--- config.mk ---
export PLATFORM = sky130hd
export DESIGN_NAME = bootrom_flat
export DESIGN_NICKNAME = d
export VERILOG_FILES = /design/src/source/sys_pkg.sv /design/src/source/mem_bus_if.sv /design/src/source/bootrom.sv /design/src/flat_wrapper.sv
export SDC_FILE = /design/constraint.sdc
export NUM_CORES = 1
export LEC_CHECK = 0
export CORE_MARGIN = 3
export CORE_UTILIZATION = 59
export CTS_BUF_LIST = sky130_fd_sc_hd__clkbuf_16
export DETAILED_ROUTE_END_ITERATION = 16
export DONT_BUFFER_PORTS = 1
export GPL_ROUTABILITY_DRIVEN = 0
export PLACE_DENSITY = 0.85
export SLEW_MARGIN = 5
export SYNTH_ARGS = -nofsm -noshare
export SYNTH_HDL_FRONTEND = slang
export SYNTH_SLANG_ARGS = --single-unit
--- constraint.sdc ---
create_clock -name clk_i -period 4.2 [get_ports clk_i]
set_input_delay 0.84 -clock clk_i [delete_from_list [all_inputs] [get_ports clk_i]]
set_output_delay 0.84 -clock clk_i [all_outputs]
set_load 0.02 [all_outputs]
--- src/source/sys_pkg.sv ---
////////////////////////////////////////////////////////////
// Shared types, address map and constants of the memory
// fabric. Import into any block that needs the map
////////////////////////////////////////////////////////////

package sys_pkg;

  localparam int AddrWidth  = 32;
  localparam int DataWidth  = 32;
  localparam int StrbWidth  = DataWidth / 8;
  localparam int ByteOffset = $clog2(StrbWidth);

  typedef logic [AddrWidth-1:0] addr_t;
  typedef logic [DataWidth-1:0] data_t;
  typedef logic [StrbWidth-1:0] strb_t;

  localparam int NumCores    = 8;
  localparam int L2NumWords  = 1024;
  localparam int L2AddrWidth = $clog2(L2NumWords);
  localparam int L2Size      = L2NumWords * StrbWidth;  // In bytes

  // System address map
  localparam addr_t CtrlBase = 32'h4000_0000;
  localparam addr_t CtrlEnd  = 32'h4000_FFFF;
  localparam addr_t L2Base   = 32'h8000_0000;
  localparam addr_t L2End    = L2Base + L2Size - 1;
  localparam addr_t RomBase  = 32'hA000_0000;
  localparam addr_t RomEnd   = 32'hA000_FFFF;

  // Reported through the read-only info registers
  localparam addr_t TcdmBase = 32'h0000_0000;
  localparam addr_t TcdmSize = 32'h0010_0000;

  // Control register offsets
  localparam addr_t EocOffset       = 32'h00;
  localparam addr_t WakeOffset      = 32'h04;
  localparam addr_t TcdmStartOffset = 32'h08;
  localparam addr_t TcdmEndOffset   = 32'h0C;
  localparam addr_t NumCoresOffset  = 32'h10;

  typedef enum logic [1:0] {
    CtrlRegs,
    L2Mem,
    BootRom,
    External
  } target_e;

  localparam int NumTargets = 4;
  localparam int NumInits   = 2;

  localparam int BootWords = 16;
  localparam data_t BootImage [BootWords] = '{
    32'h0000_0297, 32'h0202_8293, 32'h3052_9073, 32'hF140_2573,
    32'h0000_0597, 32'h0405_8593, 32'h4000_0637, 32'h00A6_2023,
    32'h1050_0073, 32'hFFDF_F06F, 32'h0000_0013, 32'h0000_0013,
    32'hDEAD_BEEF, 32'hCAFE_F00D, 32'h1234_5678, 32'h8765_4321
  };

  // End-of-computation word, exit code above the done flag
  typedef struct packed {
    logic [DataWidth-2:0] code;
    logic                 done;
  } eoc_t;

  typedef union packed {
    data_t raw;
    eoc_t  fields;
  } eoc_u;

  // Anything outside the map goes to the external port
  function automatic target_e decode_addr(addr_t addr);
    if (addr >= CtrlBase && addr <= CtrlEnd) return CtrlRegs;
    if (addr >= L2Base && addr <= L2End) return L2Mem;
    if (addr >= RomBase && addr <= RomEnd) return BootRom;
    return External;
  endfunction

endpackage
--- src/source/mem_bus_if.sv ---
////////////////////////////////////////////////////////////
// One request/response memory link. Initiators take the
// init modport, targets the tgt modport
////////////////////////////////////////////////////////////

`timescale 1ns/100ps

interface mem_bus_if;
  import sys_pkg::*;

  // Request side
  logic  req;
  addr_t addr;
  logic  we;
  data_t wdata;
  strb_t be;

  // Response side
  logic  gnt;
  logic  rvalid;  // One pulse per granted transaction, in order
  data_t rdata;   // Valid on reads only

  modport init (
    output req, addr, we, wdata, be,
    input  gnt, rvalid, rdata
  );

  modport tgt (
    input  req, addr, we, wdata, be,
    output gnt, rvalid, rdata
  );

endinterface

--- src/source/bootrom.sv ---
////////////////////////////////////////////////////////////
// Boot image ROM with registered read data. Writes are
// acknowledged but leave the image unchanged
////////////////////////////////////////////////////////////

`timescale 1ns/100ps

module bootrom (
  input logic    clk_i,
  input logic    rst_i,
  mem_bus_if.tgt bus
);
  import sys_pkg::*;

  addr_t word_off;
  data_t rom_word;
  data_t rdata_q;
  logic  rvalid_q;

  assign word_off = (bus.addr - RomBase) >> ByteOffset;
  assign bus.gnt  = bus.req;

  // Zero past the end of the image
  always_comb begin
    rom_word = '0;
    if (word_off < BootWords) rom_word = BootImage[word_off];
  end

  always_ff @(posedge clk_i) begin
    if (bus.req && bus.gnt && !bus.we) rdata_q <= rom_word;
  end

  always_ff @(posedge clk_i) begin
    if (rst_i) begin
      rvalid_q <= 1'b0;
    end else begin
      rvalid_q <= bus.req && bus.gnt;  // Writes still get a response
    end
  end

  assign bus.rvalid = rvalid_q;
  assign bus.rdata  = rdata_q;

endmodule

--- src/flat_wrapper.sv ---
// flat-port wrapper written by rule: the top's interface ports become plain ports
module bootrom_flat import sys_pkg::*;
  (clk_i, rst_i, bus_req, bus_addr, bus_we, bus_wdata, bus_be, bus_gnt, bus_rvalid, bus_rdata);
  mem_bus_if bus_i ();
  input logic clk_i;
  input logic rst_i;
  input wire logic [$bits(bus_i.req)-1:0] bus_req;
  input wire logic [$bits(bus_i.addr)-1:0] bus_addr;
  input wire logic [$bits(bus_i.we)-1:0] bus_we;
  input wire logic [$bits(bus_i.wdata)-1:0] bus_wdata;
  input wire logic [$bits(bus_i.be)-1:0] bus_be;
  output wire logic [$bits(bus_i.gnt)-1:0] bus_gnt;
  output wire logic [$bits(bus_i.rvalid)-1:0] bus_rvalid;
  output wire logic [$bits(bus_i.rdata)-1:0] bus_rdata;
  assign bus_i.req = bus_req;
  assign bus_i.addr = bus_addr;
  assign bus_i.we = bus_we;
  assign bus_i.wdata = bus_wdata;
  assign bus_i.be = bus_be;
  assign bus_gnt = bus_i.gnt;
  assign bus_rvalid = bus_i.rvalid;
  assign bus_rdata = bus_i.rdata;
  bootrom u_core (.clk_i(clk_i), .rst_i(rst_i), .bus(bus_i));
endmodule
Word-level counts from Yosys, hierarchy flattened
Memories as Yosys holds them, arrays and structs flattened. A register that Yosys moved wholly into a read port is not among the register bits.
Cells that the tools add are included.
Word-level totals
  bits in read-only memories: 512
  output and inout port bits: 34
  register bits after elaboration: 1
  memories: 1
  word-level logic and storage cells: 8
  input bits: 72
Memory list
  (no name shown): words 16, bits a word 32, read ports 1, clocked after memory_dff 1, wr ports 0, RTL line bootrom.sv:26  | if (word_off < BootWords) rom_word = BootImage[word_off];
Operators by class
  bitwise operators: 1
  add/subtract/negate cells: 1
  $lt $le $gt $ge: 1
  reductions and logical operators: 3
Operator list (count)
  $not 30->33: 1
  $sub 32x32->32 const B: 1
  $lt 30x5->1 const B: 1
  $logic_not 1->1: 2
  $logic_and 1x1->1: 1

Depth between registers and ports, before layout
  word-level depth: 3
  gate-level depth with buffers: 7
  gate-level depth less buffers: 5

Worst setup path after synthesis
Ideal clock, no wire load.
  path kind: input port to flip-flop
  from: input bus_we
  to: register u_core.rdata_q[0], in the netlist u_core.bus.rdata[0], enable pin
  required time: 3781 ps
  stages on the path: 1
  slack: 1621 ps
  data arrival time: 2160 ps
  buffers on the path: 0
  library setup time: 419 ps
  cell sequence: nor2b_1
On the way
  word-level cells in the longest chain between the ends: 2
RTL lines
  from (decl): RTL line flat_wrapper.sv:9  | input wire logic [$bits(bus_i.we)-1:0] bus_we;
  $logic_not 1->1: RTL line bootrom.sv:30  | if (bus.req && bus.gnt && !bus.we) rdata_q <= rom_word;
  $logic_and 1x1->1: RTL line bootrom.sv:30
  to (decl): RTL line bootrom.sv:17  | data_t rdata_q;
Every way passes these cells.
A chain may end at the register's enable or synchronous reset.

Worst setup path after layout
  from: input bus_addr[3]
  to: register u_core.rdata_q[13], in the netlist u_core.bus.rdata[13] (data pin)
On the way
  word-level cells in the longest chain between the ends: 3
  elaborated cells between the ends (all ways): 4
  classes of those cells: add/sub (1); order compare (1); bitwise (1); reduce/logical (1)
RTL lines
  from (decl): RTL line flat_wrapper.sv:8  | input wire logic [$bits(bus_i.addr)-1:0] bus_addr;
  $sub 32x32->32 (*): RTL line bootrom.sv:20  | assign word_off = (bus.addr - RomBase) >> ByteOffset;
  $lt 30x5->1: RTL line bootrom.sv:26
  $logic_not 1->1 (no line)
Every way passes the cells marked *; elsewhere a longest branch is shown, timed or not.

==> run summary <==
DRC -> 0
Avg Cell Area, Syn -> 11.3 sq um
Power, Total -> 0.000744 W
Logic gate share of total power -> 6.4%
Switch share -> 22.4%
Port Buffer Count -> 0
Layout cells sized above 1 -> 18.0%
WL per Instance -> 17.7 microns
Placed cell areas -> 1720 sq um
Die Y -> 60.4 microns
WP data required -> 4.19 ns
Cell Pwr Density -> 400 nW/um^2
Final WS setup -> 2.19 ns
CTS Buffer Depth -> 2
Site Rows -> 19
Static Leak -> 0.533 nW
NetSw -> 0.000166 W
CTS Buf Count -> 5
Final setup TNS -> 0 ns
Highest clock rate -> 498 MHz
Synth top area cells -> edfxtp_1, a211oi_2, ha_1
Tmin final -> 2.01 ns
Sequential share of the synthesized area -> 51.0%
First-pass GRT wire length -> 5090 microns
Crit start category -> primary input
Worst Max-Slew Pin Slew -> 0.557 ns
Core area -> 2780 sq um
Post-CTS Setup Inserts -> 0
Post-cts sizing count -> 0
TritonRoute pass-1 iters -> 4
Total congestion overflow -> 0
Fin Hold WS -> 0.639 ns
Post-DP HPWL -> 2250 microns
Routed vias -> 1174
Drt via density -> 6.49
Status -> finished clean
Crit Path Max Fanout -> 11
Cts hold-fix bufs -> 0
EDFF count, synth -> 29
Clock network fraction of total power -> 43.7%
WS Path Type -> primary input to register
Vias in the first global route -> 1114
Clock transition at path regs -> 0.05 ns
Synth Instances -> 155
Final wirelength -> 3200 microns
Final Instance Area -> 1860 sq um
Antenna diodes -> 0
Async SR Flop Fraction -> 0%
CTS Sinks -> 30
Chip width -> 60.4 microns
Die Footprint -> 3650 sq um
Final Setup Violations -> 0
Max-cap violations -> 0
Top-count cell post-synth -> edfxtp_1
Most used flip-flop cell after synthesis -> edfxtp_1
P_int -> 0.000578 W
Relative slew slack -> 62.6%
CP endpoint kind -> register
Synth Cell Area -> 1750 sq um
Unrepaired setup endpoints after global routing -> no
Detail Route Antenna Nets -> 0
Fill count -> 192
Crit path DAT -> 2.00 ns
Post-Place Worst Slack -> 1.93 ns
DR iter-0 viols -> 44
Syn_nets -> 234
Total I/O pin count -> 106
Synth-to-Final Area Change -> 6.52%
Synth area leader -> edfxtp_1
CTS tree -> built
Synth top area share -> 49.9%
Initial antenna violation count -> 0
Worst Hold Class -> primary input to register
Synth warn -> 0
Starting Density -> 62.8%
Fin. Hold Viols -> 0
Distinct cell type count of the synthesized netlist -> 32
Final Max Slew Viols -> 0
Commonest cells post-synth -> edfxtp_1, nor3_1, nor2b_1
Seq pwr share -> 49.9%
Total Routing Usage GR -> 19.2%
Maximum vdd drop -> 0.419 mV
Final nets -> 228
Htree depth -> 2
Largest net degree at the start of global routing -> 30
Seq cells post-synth -> 30
Fin crit share -> 47.9%
Root buf cell -> clkbuf_16
==> per-stage QoR <==
step / instances / utilization [%]
final: 181 / 66.9
after detailed placement: 173 / 61.8
after global placement: 173 / 61.8
after floorplan: 155 / -
after global routing: 181 / 66.9
after CTS: 181 / 66.9
==> flip-flops by register name, indices dropped and copies added (netlist names) <==
signal and flops:
u_core.bus.rvalid 1, u_core.bus.rdata 29
==> critical path, cell delays in order <==
cell and delay (ns):
inv_1 0.05, ha_1 0.28, nor2b_1 0.20, o21ai_1 0.46
a211oi_1 0.17
==> cell usage in the layout (no fill, tap or decap) <==
cell type / Yosys / final
a2111oi_2: 3 / 3
a211oi_1: 4 / 4
a211oi_2: 10 / 10
a21boi_1: 1 / 1
a21o_1: 1 / 1
a21oi_1: 4 / 4
a311oi_1: 1 / 1
a31oi_1: 1 / 1
and2_1: 3 / 3
buf_4: 4 / 3
clkbuf_16: 0 / 5
clkinv_1: 0 / 1
clkinv_2: 0 / 1
clkinvlp_4: 0 / 1
dfxtp_1: 1 / 1
edfxtp_1: 29 / 29
ha_1: 7 / 7
inv_1: 6 / 6
mux2_2: 1 / 1
mux2i_1: 1 / 1
nand2_1: 10 / 10
nand2b_1: 2 / 2
nand3_1: 2 / 2
nand4_1: 2 / 2
nor2_1: 6 / 6
nor2b_1: 11 / 10
nor2b_2: 0 / 1
nor3_1: 12 / 12
nor4_1: 5 / 5
nor4b_2: 2 / 2
o21a_1: 2 / 2
o21ai_0: 6 / 6
o21ai_1: 5 / 5
xor2_1: 1 / 1
==> path summary, 6_finish.rpt <==
| check | from | to | slack [ns] | cells after the start |
|---|---|---|---|---|
| setup / recovery | bus_addr[3] | u_core.bus.rdata[13]$_SDFFCE_PP0P_ | 2.19 | 5 |
| hold / removal | rst_i | u_core.bus.rvalid$_SDFF_PP0_ | 0.64 | 1 |
==> per-layer routing <==
layer,GRT usage (%),share of wire (%),wire (microns)
met1,21.5,39,1260
met3,8.09,8.9,284
met4,8.05,2.4,78
met2,32.3,49,1570
met5,0,0,0
==> area by class of cell <==
type / count / area [sq um] / share of cell area [%]
Clock inverter: 3 / 16.3 / 0.874
Clock buffer: 5 / 125 / 6.72
Sequential cell: 30 / 891 / 47.9
Tap cell: 31 / 38.8 / 2.08
Timing Repair Buffer: 3 / 22.5 / 1.21
Inverter: 6 / 22.5 / 1.21
Multi-Input combinational cell: 103 / 744 / 40.0
==> power groups by stage <==
stage / clock (W) / combinational, W / sequential (W)
floorplan: 0 / 0.0000491 / 0.000374
global placement: 0 / 0.0000443 / 0.000377
detailed placement: 0 / 0.0000466 / 0.000377
CTS: 0.000333 / 0.0000475 / 0.000372
global route: 0.000342 / 0.0000532 / 0.000373
finish: 0.000325 / 0.0000475 / 0.000371
==> cells by family after synthesis <==
group           after synthesis  share of synthesized area, %
compound gates               38                          18.3
xor+xnor                      1                         0.502
fa+ha+maj                     7                          5.01
buf+inv                      22                          6.52
flops                        30                          51.0
mux                           2                          1.22
simple gates                 55                          17.4
Note: power is estimated with default switching activity, not from simulation.
