===== config.mk =====
export PLATFORM = sky130hd
export DESIGN_NAME = ctrl_regs_flat
export DESIGN_NICKNAME = d
export VERILOG_FILES = /design/src/source/sys_pkg.sv /design/src/source/mem_bus_if.sv /design/src/source/ctrl_regs.sv /design/src/flat_wrapper.sv
export SDC_FILE = /design/constraint.sdc
export NUM_CORES = 1
export LEC_CHECK = 0
export ABC_CLOCK_PERIOD_IN_PS = 6250
export BUFFER_PORTS_ARGS = -buffer_cell sky130_fd_sc_hd__buf_2
export CAP_MARGIN = 5
export CORE_MARGIN = 3
export CORE_UTILIZATION = 30
export DETAILED_ROUTE_END_ITERATION = 8
export PLACE_DENSITY = 0.56
export SLEW_MARGIN = 20
export SYNTH_ARGS = -nofsm -noshare
export SYNTH_HDL_FRONTEND = slang
export SYNTH_SLANG_ARGS = --single-unit

===== constraint.sdc =====
create_clock -name clk_i -period 6.25 [get_ports clk_i]
set_input_delay 0.625 -clock clk_i [delete_from_list [all_inputs] [get_ports clk_i]]
set_output_delay 0.625 -clock clk_i [all_outputs]
set_load 0.03 [all_outputs]

===== src/source/sys_pkg.sv =====
////////////////////////////////////////////////////////////
// Shared types, address map and constants of the memory
// fabric. Import into any block that needs the map
////////////////////////////////////////////////////////////

package sys_pkg;

  localparam int AddrWidth  = 32;
  localparam int DataWidth  = 32;
  localparam int StrbWidth  = DataWidth / 8;
  localparam int ByteOffset = $clog2(StrbWidth);

  typedef logic [AddrWidth-1:0] addr_t;
  typedef logic [DataWidth-1:0] data_t;
  typedef logic [StrbWidth-1:0] strb_t;

  localparam int NumCores    = 8;
  localparam int L2NumWords  = 1024;
  localparam int L2AddrWidth = $clog2(L2NumWords);
  localparam int L2Size      = L2NumWords * StrbWidth;  // In bytes

  // System address map
  localparam addr_t CtrlBase = 32'h4000_0000;
  localparam addr_t CtrlEnd  = 32'h4000_FFFF;
  localparam addr_t L2Base   = 32'h8000_0000;
  localparam addr_t L2End    = L2Base + L2Size - 1;
  localparam addr_t RomBase  = 32'hA000_0000;
  localparam addr_t RomEnd   = 32'hA000_FFFF;

  // Reported through the read-only info registers
  localparam addr_t TcdmBase = 32'h0000_0000;
  localparam addr_t TcdmSize = 32'h0010_0000;

  // Control register offsets
  localparam addr_t EocOffset       = 32'h00;
  localparam addr_t WakeOffset      = 32'h04;
  localparam addr_t TcdmStartOffset = 32'h08;
  localparam addr_t TcdmEndOffset   = 32'h0C;
  localparam addr_t NumCoresOffset  = 32'h10;

  typedef enum logic [1:0] {
    CtrlRegs,
    L2Mem,
    BootRom,
    External
  } target_e;

  localparam int NumTargets = 4;
  localparam int NumInits   = 2;

  localparam int BootWords = 16;
  localparam data_t BootImage [BootWords] = '{
    32'h0000_0297, 32'h0202_8293, 32'h3052_9073, 32'hF140_2573,
    32'h0000_0597, 32'h0405_8593, 32'h4000_0637, 32'h00A6_2023,
    32'h1050_0073, 32'hFFDF_F06F, 32'h0000_0013, 32'h0000_0013,
    32'hDEAD_BEEF, 32'hCAFE_F00D, 32'h1234_5678, 32'h8765_4321
  };

  // End-of-computation word, exit code above the done flag
  typedef struct packed {
    logic [DataWidth-2:0] code;
    logic                 done;
  } eoc_t;

  typedef union packed {
    data_t raw;
    eoc_t  fields;
  } eoc_u;

  // Anything outside the map goes to the external port
  function automatic target_e decode_addr(addr_t addr);
    if (addr >= CtrlBase && addr <= CtrlEnd) return CtrlRegs;
    if (addr >= L2Base && addr <= L2End) return L2Mem;
    if (addr >= RomBase && addr <= RomEnd) return BootRom;
    return External;
  endfunction

endpackage

===== src/source/mem_bus_if.sv =====
////////////////////////////////////////////////////////////
// One request/response memory link. Initiators take the
// init modport, targets the tgt modport
////////////////////////////////////////////////////////////

`timescale 1ns/100ps

interface mem_bus_if;
  import sys_pkg::*;

  // Request side
  logic  req;
  addr_t addr;
  logic  we;
  data_t wdata;
  strb_t be;

  // Response side
  logic  gnt;
  logic  rvalid;  // One pulse per granted transaction, in order
  data_t rdata;   // Valid on reads only

  modport init (
    output req, addr, we, wdata, be,
    input  gnt, rvalid, rdata
  );

  modport tgt (
    input  req, addr, we, wdata, be,
    output gnt, rvalid, rdata
  );

endinterface


===== src/source/ctrl_regs.sv =====
////////////////////////////////////////////////////////////
// System control registers: end of computation, core
// wake-up pulses and read-only system information
////////////////////////////////////////////////////////////

`timescale 1ns/100ps

module ctrl_regs (
  input  logic                         clk_i,
  input  logic                         rst_i,
  mem_bus_if.tgt                       bus,
  output logic [sys_pkg::NumCores-1:0] wake_up_o,
  output logic                         eoc_valid_o
);
  import sys_pkg::*;

  addr_t               reg_off;
  logic                wr_en;
  logic                rd_en;
  data_t               rd_word;
  data_t               rdata_q;
  logic                rvalid_q;
  eoc_u                eoc_q;
  logic [NumCores-1:0] wake_q;

  assign reg_off = bus.addr - CtrlBase;
  assign bus.gnt = bus.req;
  assign wr_en   = bus.req && bus.gnt && bus.we;
  assign rd_en   = bus.req && bus.gnt && !bus.we;

  // Read mux
  always_comb begin
    case (reg_off)
      EocOffset:       rd_word = eoc_q.raw;
      TcdmStartOffset: rd_word = TcdmBase;
      TcdmEndOffset:   rd_word = TcdmBase + TcdmSize - 1;
      NumCoresOffset:  rd_word = data_t'(NumCores);
      default:         rd_word = '0;  // Wake-up reads as zero too
    endcase
  end

  always_ff @(posedge clk_i) begin
    if (rst_i) begin
      eoc_q    <= '0;
      wake_q   <= '0;
      rvalid_q <= 1'b0;
    end else begin
      rvalid_q <= bus.req && bus.gnt;
      wake_q   <= '0;
      if (wr_en && reg_off == WakeOffset) begin
        wake_q <= bus.wdata[NumCores-1:0];  // Single-cycle pulse
      end
      if (wr_en && reg_off == EocOffset) begin
        for (int b = 0; b < StrbWidth; b++) begin
          if (bus.be[b]) eoc_q.raw[8*b +: 8] <= bus.wdata[8*b +: 8];
        end
      end
    end
  end

  always_ff @(posedge clk_i) begin
    if (rd_en) rdata_q <= rd_word;
  end

  assign bus.rvalid  = rvalid_q;
  assign bus.rdata   = rdata_q;
  assign wake_up_o   = wake_q;
  assign eoc_valid_o = eoc_q.fields.done;  // Level, follows the stored flag

  // Wake-up is a pulse, never a level
  assert property (@(posedge clk_i) disable iff (rst_i)
    |wake_up_o |=> !(|wake_up_o));

endmodule


===== src/flat_wrapper.sv =====
// flat-port wrapper written by rule: the top's interface ports become plain ports
module ctrl_regs_flat import sys_pkg::*;
  (clk_i, rst_i, wake_up_o, eoc_valid_o, bus_req, bus_addr, bus_we, bus_wdata, bus_be, bus_gnt, bus_rvalid, bus_rdata);
  mem_bus_if bus_i ();
  input  logic clk_i;
  input  logic rst_i;
  output logic [sys_pkg::NumCores-1:0] wake_up_o;
  output logic eoc_valid_o;
  input wire logic [$bits(bus_i.req)-1:0] bus_req;
  input wire logic [$bits(bus_i.addr)-1:0] bus_addr;
  input wire logic [$bits(bus_i.we)-1:0] bus_we;
  input wire logic [$bits(bus_i.wdata)-1:0] bus_wdata;
  input wire logic [$bits(bus_i.be)-1:0] bus_be;
  output wire logic [$bits(bus_i.gnt)-1:0] bus_gnt;
  output wire logic [$bits(bus_i.rvalid)-1:0] bus_rvalid;
  output wire logic [$bits(bus_i.rdata)-1:0] bus_rdata;
  assign bus_i.req = bus_req;
  assign bus_i.addr = bus_addr;
  assign bus_i.we = bus_we;
  assign bus_i.wdata = bus_wdata;
  assign bus_i.be = bus_be;
  assign bus_gnt = bus_i.gnt;
  assign bus_rvalid = bus_i.rvalid;
  assign bus_rdata = bus_i.rdata;
  ctrl_regs u_core (.clk_i(clk_i), .rst_i(rst_i), .bus(bus_i), .wake_up_o(wake_up_o), .eoc_valid_o(eoc_valid_o));
endmodule

## After elaboration in Yosys (flattened, before gate mapping)

Cells that the tools add are included.

- Memories kept: 0
- Bits in read-only memories: 0
- Bits in latches: 0
- Bits of input ports: 72
- Output and inout port bits: 43
- Bits in registers: 73
- Memory bits (writable): 0

- Shift-type cells: 0
- Bitwise operators: 1
- Mux-type cells: 1
- Divide/modulo/power cells: 0
- Multipliers: 0
- Reduce and logical (&&, ||, !) cells: 11
- Add/sub/neg operators: 1
- Eq/ne operators: 3
- $lt $le $gt $ge: 0

Operators by type and width:

| cell | number |
|---|---|
| 32-bit case mux with 3 select lines | 1 |
| 32-bit by 3-bit == test with 1-bit output, second input constant | 1 |
| 32-bit by 4-bit == test with 1-bit output, second input constant | 1 |
| 32-bit by 5-bit == test with 1-bit output, second input constant | 1 |
| 32-bit zero test | 1 |
| 32-bit by 31-bit subtractor with 32-bit output, second input constant | 1 |
| 2-bit AND reduction | 4 |
| 1-bit logical AND | 4 |
| 2-bit OR reduction | 1 |
| 1-bit zero test | 1 |
| 1-bit inverter | 1 |

## Longest topological paths before layout

Gate-level depths: netlist (run 1).

- Depth in word-level cells: 5
- Gate-level depth with buffers: 6
- Gate-level depth less buffers: 4

## Least setup slack after synthesis (run 1)

OpenSTA, ideal clock, no wires.

- Kind: input-to-reg
- From: input bus_we
- To: register u_core.rdata_q[0] (netlist: u_core.bus.rdata[0]), enable pin
- Arrival: 2.077 ns
- Stages on the path: 1
- Setup slack: 3.747 ns
- Setup time: 0.425 ns
- Required time: 5.825 ns
- Cell sequence: nor2b_1

- Cells in the longest elaborated chain, start to end: 2

RTL lines:

| element | RTL line | text |
|---|---|---|
| start, declared | flat_wrapper.sv:11 | `input wire logic [$bits(bus_i.we)-1:0] bus_we;` |
| 1-bit zero test | ctrl_regs.sv:29 | `assign rd_en = bus.req && bus.gnt && !bus.we;` |
| 1-bit logical AND | ctrl_regs.sv:29 |  |
| end signal, assigned | ctrl_regs.sv:62 | `if (rd_en) rdata_q <= rd_word;` |
| end, declared | ctrl_regs.sv:21 | `data_t rdata_q;` |

Every way passes these cells.
A chain may end at the register's enable or synchronous reset.

## Worst setup path after layout (run 1)

- From: input bus_addr[5]
- To: register u_core.eoc_q[9] in the netlist's numbering

- Cells in the longest elaborated chain, start to end: 4

RTL lines:

| element | RTL line | text |
|---|---|---|
| start, declared | flat_wrapper.sv:10 | `input wire logic [$bits(bus_i.addr)-1:0] bus_addr;` |
| 32-bit by 31-bit subtractor with 32-bit output | ctrl_regs.sv:26 | `assign reg_off = bus.addr - CtrlBase;` |
| 32-bit zero test | ctrl_regs.sv:53 | `if (wr_en && reg_off == EocOffset) begin` |
| 1-bit logical AND | ctrl_regs.sv:53 |  |
| 2-bit AND reduction (no line) | - |  |
| end, declared | ctrl_regs.sv:23 | `eoc_u eoc_q;` |

Every way passes these cells.

==> results of run 1 <==
metrics by stage:
stage          worst slack, ns  std cells
2_1_floorplan             3.75        280
3_3_place_gp              3.57        515
3_5_place_dp              3.46        515
4_1_cts                   3.83        531
5_1_grt                   3.90        531
6_report                  4.13        531
cell usage after synthesis:
library cell,n,area share [%]
nand2b_1,64,12
dfxtp_1,41,26
edfxtp_1,32,30
mux2i_1,32,10
nand2_1,26,3.0
and2_1,22,4.3
a21oi_1,20,3.1
clkbuf_1,12,1.4
nor4_4,7,4.6
nor3_1,4,0.62
nor4_1,4,0.78
nor2_1,3,0.35
nor2b_1,3,0.59
or2_2,2,0.39
buf_1,1,0.12
buf_2,1,0.16
buf_4,1,0.23
nand2_2,1,0.20
nand3_1,1,0.16
nand4_4,1,0.66
nor4_2,1,0.39
nor4b_4,1,0.74
per-layer routing:
layer | global-route usage (%) | vias up | share of wire (%)
met5 | 0 | - | 0
met4 | 5.61 | 0 | 1.3
met3 | 3.17 | 7 | 6.6
met2 | 18.9 | 74 | 47
met1 | 15.4 | 1086 | 45
li1 | - | 1171 | -
cell type report:
type                    instances  area, um2  share of cell area, %
clock buffers                  10        128                   3.11
clock inverters                 6       82.6                   2.01
multi-input cells             192       1370                   33.5
flip-flops and latches         73       1780                   43.4
well taps                     136        170                   4.14
repair buffers                114        571                   13.9
logic make-up after synthesis:
| group | synth area share [%] |
|---|---|
| simple gates | 29.4 |
| mux | 10.0 |
| compound gates | 3.12 |
| buf+inv | 1.91 |
| flops | 55.6 |
how the worst max path moves through the flow:
| stage | end |
|---|---|
| final | u_core.eoc_q[9] |
| after global placement | u_core.bus.rdata[20] |
| after CTS | u_core.bus.rdata[23] |
| after floorplan | u_core.bus.rdata[0] |
| after detailed placement | u_core.bus.rdata[27] |
| after global routing | u_core.eoc_q[9] |
tightest hold or removal path: cells and delay by family (launching register included):
kind             cells  cell delay (ns)
muxes                1             0.05
DFF                  1             0.31
and+or+nand+nor      1             0.06
sequential cells by signal, indices dropped and copies added, names as in the netlist:
name and cells:
u_core.wake_up_o 8, u_core.eoc_q 32, u_core.bus.rdata 32, u_core.bus.rvalid 1
power groups by stage:
stage / Sequential, W / Clock (W) / Combinational [W]
after floorplan: 0.000545 / 0 / 0.0000245
after global placement: 0.000522 / 0 / 0.0000910
after detailed placement: 0.000521 / 0 / 0.0000916
after CTS: 0.000511 / 0.000405 / 0.0000917
after global routing: 0.000511 / 0.000425 / 0.0000977
final: 0.000510 / 0.000392 / 0.0000900
==> flow_results.xml, run 1 <==
<?xml version="1.0" encoding="UTF-8"?>
<metrics>
  <group name="run_status">
    <metric name="run_status" unit="">finished clean</metric>
  </group>
  <group name="global_routing">
    <metric name="grt_pass1_wl" unit="um">11100</metric>
    <metric name="grt_overflow_total" unit="">0</metric>
    <metric name="number_of_global_route_vias_before_repair" unit="">2238</metric>
    <metric name="grtUsageTotal" unit="%">12.0</metric>
    <metric name="grt_max_degree" unit="">67</metric>
    <metric name="initial_antenna_violation_count" unit="">0</metric>
  </group>
  <group name="timing">
    <metric name="fmax" unit="MHz">471</metric>
    <metric name="finalSetupTns" unit="ns">0</metric>
    <metric name="worst_slew_pin_slew" unit="ns">0.951</metric>
    <metric name="finalSetupViolCount" unit="">0</metric>
    <metric name="rsz0062_at_grt" unit="">no</metric>
    <metric name="finalCritPeriodShare" unit="%">34.0</metric>
    <metric name="timing_max_transition_violations_final" unit="">0</metric>
    <metric name="fin_worst_skew" unit="ns">0.00797</metric>
    <metric name="post-route-min-period" unit="ns">2.12</metric>
    <metric name="hold_viol_final" unit="">0</metric>
    <metric name="maxSlewHeadroom" unit="%">36.5</metric>
    <metric name="worst_hold_slack" unit="ns">0.469</metric>
  </group>
  <group name="critical_path">
    <metric name="cp.arrival" unit="ns">2.39</metric>
    <metric name="reg2reg_setup_slack" unit="ns">5.34</metric>
    <metric name="worst_r2r_startpoint" unit="">u_core.eoc_q[3]</metric>
    <metric name="crit_type" unit="">primary input to register</metric>
    <metric name="critical_path.cell_chain" unit="">buf_2 &gt; nor4_1 &gt; nand2_2 &gt; nor4_4 &gt; mux2i_1</metric>
    <metric name="end_kind" unit="">register</metric>
    <metric name="startpoint_type" unit="">primary input</metric>
    <metric name="timing.rr.end" unit="">u_core.bus.rdata[3]</metric>
    <metric name="crit_path_top_delay_cell" unit="">nor4_4</metric>
    <metric name="critical_path_cell_count" unit="">5</metric>
    <metric name="required" unit="ns">6.51</metric>
    <metric name="worst-r2r-cell-count" unit="">4</metric>
    <metric name="critical_path.max_fanout" unit="">8</metric>
    <metric name="critPathMaxStageDelay" unit="ns">0.75</metric>
    <metric name="critical_path.top_delay_family" unit="">simple AND/OR/NAND/NOR gates</metric>
    <metric name="startpoint" unit="">bus_addr[5]</metric>
    <metric name="cp_num_buf_inv" unit="">1</metric>
  </group>
  <group name="drt">
    <metric name="drc" unit="">0</metric>
    <metric name="antenna_violating_nets_post_route" unit="">0</metric>
    <metric name="avg_wl_per_cell" unit="um">13.3</metric>
    <metric name="drc_violation_total_after_the_first_tritonroute_iteration" unit="">87</metric>
    <metric name="via_per_inst" unit="">4.40</metric>
    <metric name="num_vias" unit="">2338</metric>
    <metric name="drt_pass1_iterations" unit="">4</metric>
    <metric name="finalWirelength" unit="um">7050</metric>
  </group>
  <group name="power">
    <metric name="post-layout-total-power" unit="W">0.000992</metric>
    <metric name="vdd_drop_max" unit="mV">0.0836</metric>
    <metric name="power.share.sequential" unit="%">51.4</metric>
    <metric name="total_switching_power" unit="W">0.000227</metric>
    <metric name="power.switching_fraction" unit="%">22.8</metric>
    <metric name="static-leakage-power" unit="nW">1.50</metric>
    <metric name="internal_power" unit="W">0.000766</metric>
    <metric name="share_of_total_power_in_combinational_logic" unit="%">9.1</metric>
    <metric name="pwr_density_cell" unit="nW/um2">242</metric>
    <metric name="clock_power_share" unit="%">39.5</metric>
  </group>
  <group name="final_layout">
    <metric name="stdcell_area" unit="um2">4110</metric>
    <metric name="drive_above_1_share" unit="%">36.2</metric>
    <metric name="design.final.nets" unit="">462</metric>
    <metric name="layout_common_cells" unit="">buf_2 (114), nand2b_1 (64), dfxtp_1 (41)</metric>
    <metric name="syn2layout_area_growth" unit="%">28.2</metric>
    <metric name="layout.core_utilization" unit="%">39.6</metric>
    <metric name="n_antenna_cell" unit="">0</metric>
    <metric name="mostFrequentLayoutCell" unit="">buf_2</metric>
    <metric name="n_fill_cell" unit="">1051</metric>
  </group>
  <group name="logic_synthesis">
    <metric name="synth_seq_cells" unit="">73</metric>
    <metric name="netlist_area" unit="um2">3200</metric>
    <metric name="syn-num-nets" unit="">352</metric>
    <metric name="synthesis.yosys.warnings" unit="">0</metric>
    <metric name="postSynthCellCount" unit="">280</metric>
    <metric name="synth_seq_area_share" unit="%">55.6</metric>
    <metric name="yosys.cell_types.count" unit="">22</metric>
    <metric name="syn_avg_cell_area" unit="um2">11.4</metric>
  </group>
  <group name="place">
    <metric name="place_congestion" unit="">0.710</metric>
    <metric name="placed_cell_area" unit="um2">3890</metric>
    <metric name="portBuffers" unit="">114</metric>
    <metric name="dp_hpwl" unit="um">5050</metric>
  </group>
  <group name="die">
    <metric name="core-area" unit="um2">10400</metric>
    <metric name="initial_standard_cell_utilization_of_the_core" unit="%">30.9</metric>
    <metric name="dieArea" unit="um2">12000</metric>
    <metric name="dieHeight" unit="um">109</metric>
    <metric name="io_pins" unit="">115</metric>
    <metric name="die_boundary_width" unit="um">109</metric>
    <metric name="core.rowCount" unit="">37</metric>
  </group>
  <group name="cts">
    <metric name="cts_repair_resize_count" unit="">0</metric>
    <metric name="cts_inserted_buffers" unit="">9</metric>
    <metric name="post-cts-setup-buffers" unit="">0</metric>
    <metric name="clock_insertion_delay_worst_skew" unit="ns">0.34</metric>
    <metric name="maximum_clock_path_buffer_count" unit="">2</metric>
    <metric name="htree_levels" unit="">3</metric>
    <metric name="cts_tree" unit="">built</metric>
    <metric name="clkTransAtPathRegs" unit="ns">0.07</metric>
    <metric name="ctsHoldBuffers" unit="">0</metric>
    <metric name="cts_root_buf" unit="">clkbuf_8</metric>
    <metric name="clkSinkCount" unit="">73</metric>
  </group>
  <group name="min_path">
    <metric name="worst_hold_path_stage_count" unit="">2</metric>
    <metric name="hp-start" unit="">u_core.eoc_q[30]</metric>
    <metric name="holdPathEnd" unit="">u_core.eoc_q[30]</metric>
    <metric name="worst_hold_check_path_type" unit="">register to register</metric>
  </group>
  <group name="run">
    <metric name="max_capacitance_violation_count" unit="">0</metric>
  </group>
</metrics>
No activity file was read; power rests on OpenSTA's default activity.
==> run 2, diff against run 1 <==
--- a/config.mk
+++ b/config.mk
@@ -5,7 +5,7 @@
 export SDC_FILE = /design/constraint.sdc
 export NUM_CORES = 1
 export LEC_CHECK = 0
-export ABC_CLOCK_PERIOD_IN_PS = 6250
+export ABC_CLOCK_PERIOD_IN_PS = 2000
 export BUFFER_PORTS_ARGS = -buffer_cell sky130_fd_sc_hd__buf_2
 export CAP_MARGIN = 5
 export CORE_MARGIN = 3
==> constraint.sdc (replaced) <==
create_clock -name clk_i -period 2 [get_ports clk_i]
set_input_delay 0.2 -clock clk_i [delete_from_list [all_inputs] [get_ports clk_i]]
set_output_delay 0.2 -clock clk_i [all_outputs]
set_load 0.03 [all_outputs]
==> run 2 against run 1 <==
Sequential share of layout area down 0.44 points. Register-to-register slack got worse by 4.3 ns. Combinational power grew to 3.2 times the previous value. Final cell count is 2.1% higher. Hold slack got worse by 0.39 ns. Count of clock-buffer cells in the layout stayed put. Clock skew decreased by 0.0019 ns. Critical path type unchanged. Largest cell class unchanged. Highest routed layer unchanged.
==> flow_results.xml, run 2 (same netlist as run 1, synthesis figures left out) <==
<?xml version="1.0" encoding="UTF-8"?>
<metrics>
  <group name="run_status">
    <metric name="run_status" unit="">finished clean</metric>
  </group>
  <group name="drt">
    <metric name="drc" unit="">0</metric>
    <metric name="num_vias" unit="">2345</metric>
    <metric name="via_per_inst" unit="">4.33</metric>
    <metric name="drt_pass1_iterations" unit="">4</metric>
    <metric name="drc_violation_total_after_the_first_tritonroute_iteration" unit="">67</metric>
    <metric name="finalWirelength" unit="um">7270</metric>
    <metric name="antenna_violating_nets_post_route" unit="">0</metric>
    <metric name="avg_wl_per_cell" unit="um">13.4</metric>
  </group>
  <group name="power">
    <metric name="post-layout-total-power" unit="W">0.00286</metric>
    <metric name="power.switching_fraction" unit="%">25.2</metric>
    <metric name="clock_power_share" unit="%">34.3</metric>
    <metric name="pwr_density_cell" unit="nW/um2">689</metric>
    <metric name="share_of_total_power_in_combinational_logic" unit="%">10.0</metric>
    <metric name="internal_power" unit="W">0.00214</metric>
    <metric name="vdd_drop_max" unit="mV">0.287</metric>
    <metric name="static-leakage-power" unit="nW">1.54</metric>
    <metric name="power.share.sequential" unit="%">55.7</metric>
    <metric name="total_switching_power" unit="W">0.000721</metric>
  </group>
  <group name="die">
    <metric name="core-area" unit="um2">10400</metric>
    <metric name="initial_standard_cell_utilization_of_the_core" unit="%">30.9</metric>
    <metric name="core.rowCount" unit="">37</metric>
    <metric name="dieHeight" unit="um">109</metric>
    <metric name="dieArea" unit="um2">12000</metric>
    <metric name="die_boundary_width" unit="um">109</metric>
    <metric name="io_pins" unit="">115</metric>
  </group>
  <group name="cts">
    <metric name="cts_inserted_buffers" unit="">9</metric>
    <metric name="post-cts-setup-buffers" unit="">0</metric>
    <metric name="clkSinkCount" unit="">73</metric>
    <metric name="maximum_clock_path_buffer_count" unit="">2</metric>
    <metric name="cts_repair_resize_count" unit="">0</metric>
    <metric name="ctsHoldBuffers" unit="">0</metric>
    <metric name="cts_tree" unit="">built</metric>
    <metric name="clock_insertion_delay_worst_skew" unit="ns">0.34</metric>
    <metric name="cts_root_buf" unit="">clkbuf_8</metric>
    <metric name="htree_levels" unit="">3</metric>
    <metric name="clkTransAtPathRegs" unit="ns">0.08</metric>
  </group>
  <group name="critical_path">
    <metric name="reg2reg_setup_slack" unit="ns">1.09</metric>
    <metric name="critical_path.max_fanout" unit="">8</metric>
    <metric name="worst_r2r_startpoint" unit="">u_core.eoc_q[3]</metric>
    <metric name="required" unit="ns">2.26</metric>
    <metric name="worst-r2r-cell-count" unit="">4</metric>
    <metric name="crit_type" unit="">primary input to register</metric>
    <metric name="startpoint_type" unit="">primary input</metric>
    <metric name="startpoint" unit="">bus_addr[7]</metric>
    <metric name="cp.arrival" unit="ns">1.74</metric>
    <metric name="cp-endpoint" unit="">u_core.eoc_q[14]</metric>
    <metric name="timing.rr.end" unit="">u_core.bus.rdata[3]</metric>
    <metric name="end_kind" unit="">register</metric>
  </group>
  <group name="timing">
    <metric name="worst_hold_slack" unit="ns">0.0795</metric>
    <metric name="hold_viol_final" unit="">0</metric>
    <metric name="finalCritPeriodShare" unit="%">73.7</metric>
    <metric name="setup_slack" unit="ns">0.526</metric>
    <metric name="finalSetupViolCount" unit="">0</metric>
    <metric name="rsz0062_at_grt" unit="">no</metric>
    <metric name="finalSetupTns" unit="ns">0</metric>
    <metric name="maxSlewHeadroom" unit="%">70.7</metric>
    <metric name="fmax" unit="MHz">679</metric>
    <metric name="fin_worst_skew" unit="ns">0.00611</metric>
    <metric name="worst_slew_pin_slew" unit="ns">0.435</metric>
    <metric name="timing_max_transition_violations_final" unit="">0</metric>
    <metric name="post-route-min-period" unit="ns">1.47</metric>
  </group>
  <group name="final_layout">
    <metric name="regArea" unit="um2">1780</metric>
    <metric name="syn2layout_area_growth" unit="%">29.5</metric>
    <metric name="n_antenna_cell" unit="">0</metric>
    <metric name="n_fill_cell" unit="">1043</metric>
    <metric name="drive_above_1_share" unit="%">37.9</metric>
    <metric name="layout_common_cells" unit="">buf_2 (114), nand2b_1 (64), dfxtp_1 (41)</metric>
    <metric name="design.final.nets" unit="">473</metric>
    <metric name="multiInputGateArea" unit="um2">1370</metric>
    <metric name="mostFrequentLayoutCell" unit="">buf_2</metric>
    <metric name="stdcell_area" unit="um2">4150</metric>
  </group>
  <group name="global_routing">
    <metric name="grtUsageTotal" unit="%">12.8</metric>
    <metric name="initial_antenna_violation_count" unit="">0</metric>
    <metric name="grt_overflow_total" unit="">0</metric>
    <metric name="grt_max_degree" unit="">36</metric>
    <metric name="number_of_global_route_vias_before_repair" unit="">2357</metric>
    <metric name="grt_pass1_wl" unit="um">11600</metric>
  </group>
  <group name="place">
    <metric name="portBuffers" unit="">114</metric>
    <metric name="placed_cell_area" unit="um2">3990</metric>
    <metric name="dp_hpwl" unit="um">5200</metric>
    <metric name="place_congestion" unit="">0.734</metric>
    <metric name="preCtsSetupSlack" unit="ns">0.163</metric>
  </group>
  <group name="run">
    <metric name="max_capacitance_violation_count" unit="">0</metric>
  </group>
  <group name="min_path">
    <metric name="worst_hold_check_path_type" unit="">primary input to register</metric>
  </group>
</metrics>
## run 2: cell count changes in the layout (fill, tap and decap cells not counted), sizes merged
cell and delta:
bufinv -2, buf +11, clkinvlp +2
## run 2: worst min-delay path by stage
stage                  from                   to  cells after the start
2_1_floorplan  bus_wdata[0]  u_core.wake_up_o[0]                      1
3_3_place_gp   bus_wdata[2]  u_core.wake_up_o[2]                      2
3_5_place_dp   bus_wdata[2]  u_core.wake_up_o[2]                      2
4_1_cts        bus_wdata[3]  u_core.wake_up_o[3]                      2
5_1_grt        bus_wdata[3]  u_core.wake_up_o[3]                      2
6_report       bus_wdata[0]  u_core.wake_up_o[0]                      2
## run 2: layout make-up
cell class,instances,area share (%)
multi-input cells,192,33.0
well taps,136,4.10
repair buffers,125,16.0
flip-flops and latches,73,42.9
clock inverters,6,0.844
clock buffers,10,3.08
## run 2: power groups by stage
stage	combinational, W	clock [W]	sequential [W]
after floorplan	0.0000768	0	0.00170
after global placement	0.000288	0	0.00163
after detailed placement	0.000290	0	0.00163
after CTS	0.000290	0.00102	0.00159
after global routing	0.000310	0.00109	0.00160
final	0.000285	0.000981	0.00159
## run 2: per-stage QoR
stage / std cells / util, %
2_1_floorplan: 280 / -
3_3_place_gp: 526 / 38.4
3_5_place_dp: 526 / 38.4
5_1_grt: 542 / 40.0
6_report: 542 / 40.0
4_1_cts: 542 / 40.0
## run 2: per-layer routing
metal,up-vias,wire [um],GRT usage (%),share of wire [%]
li1,1192,-,-,-
met1,1065,3300,16.4,45
met2,81,3430,20.6,47
met3,7,431,3.46,5.9
met4,0,97,4.81,1.3
met5,-,0,0,0
## run 2: worst max-delay path: stages
cell and delay (ns):
buf_2 0.11, nor4_1 0.43, nand2_2 0.26, nor4_4 0.35, buf_12 0.18, mux2i_1 0.21
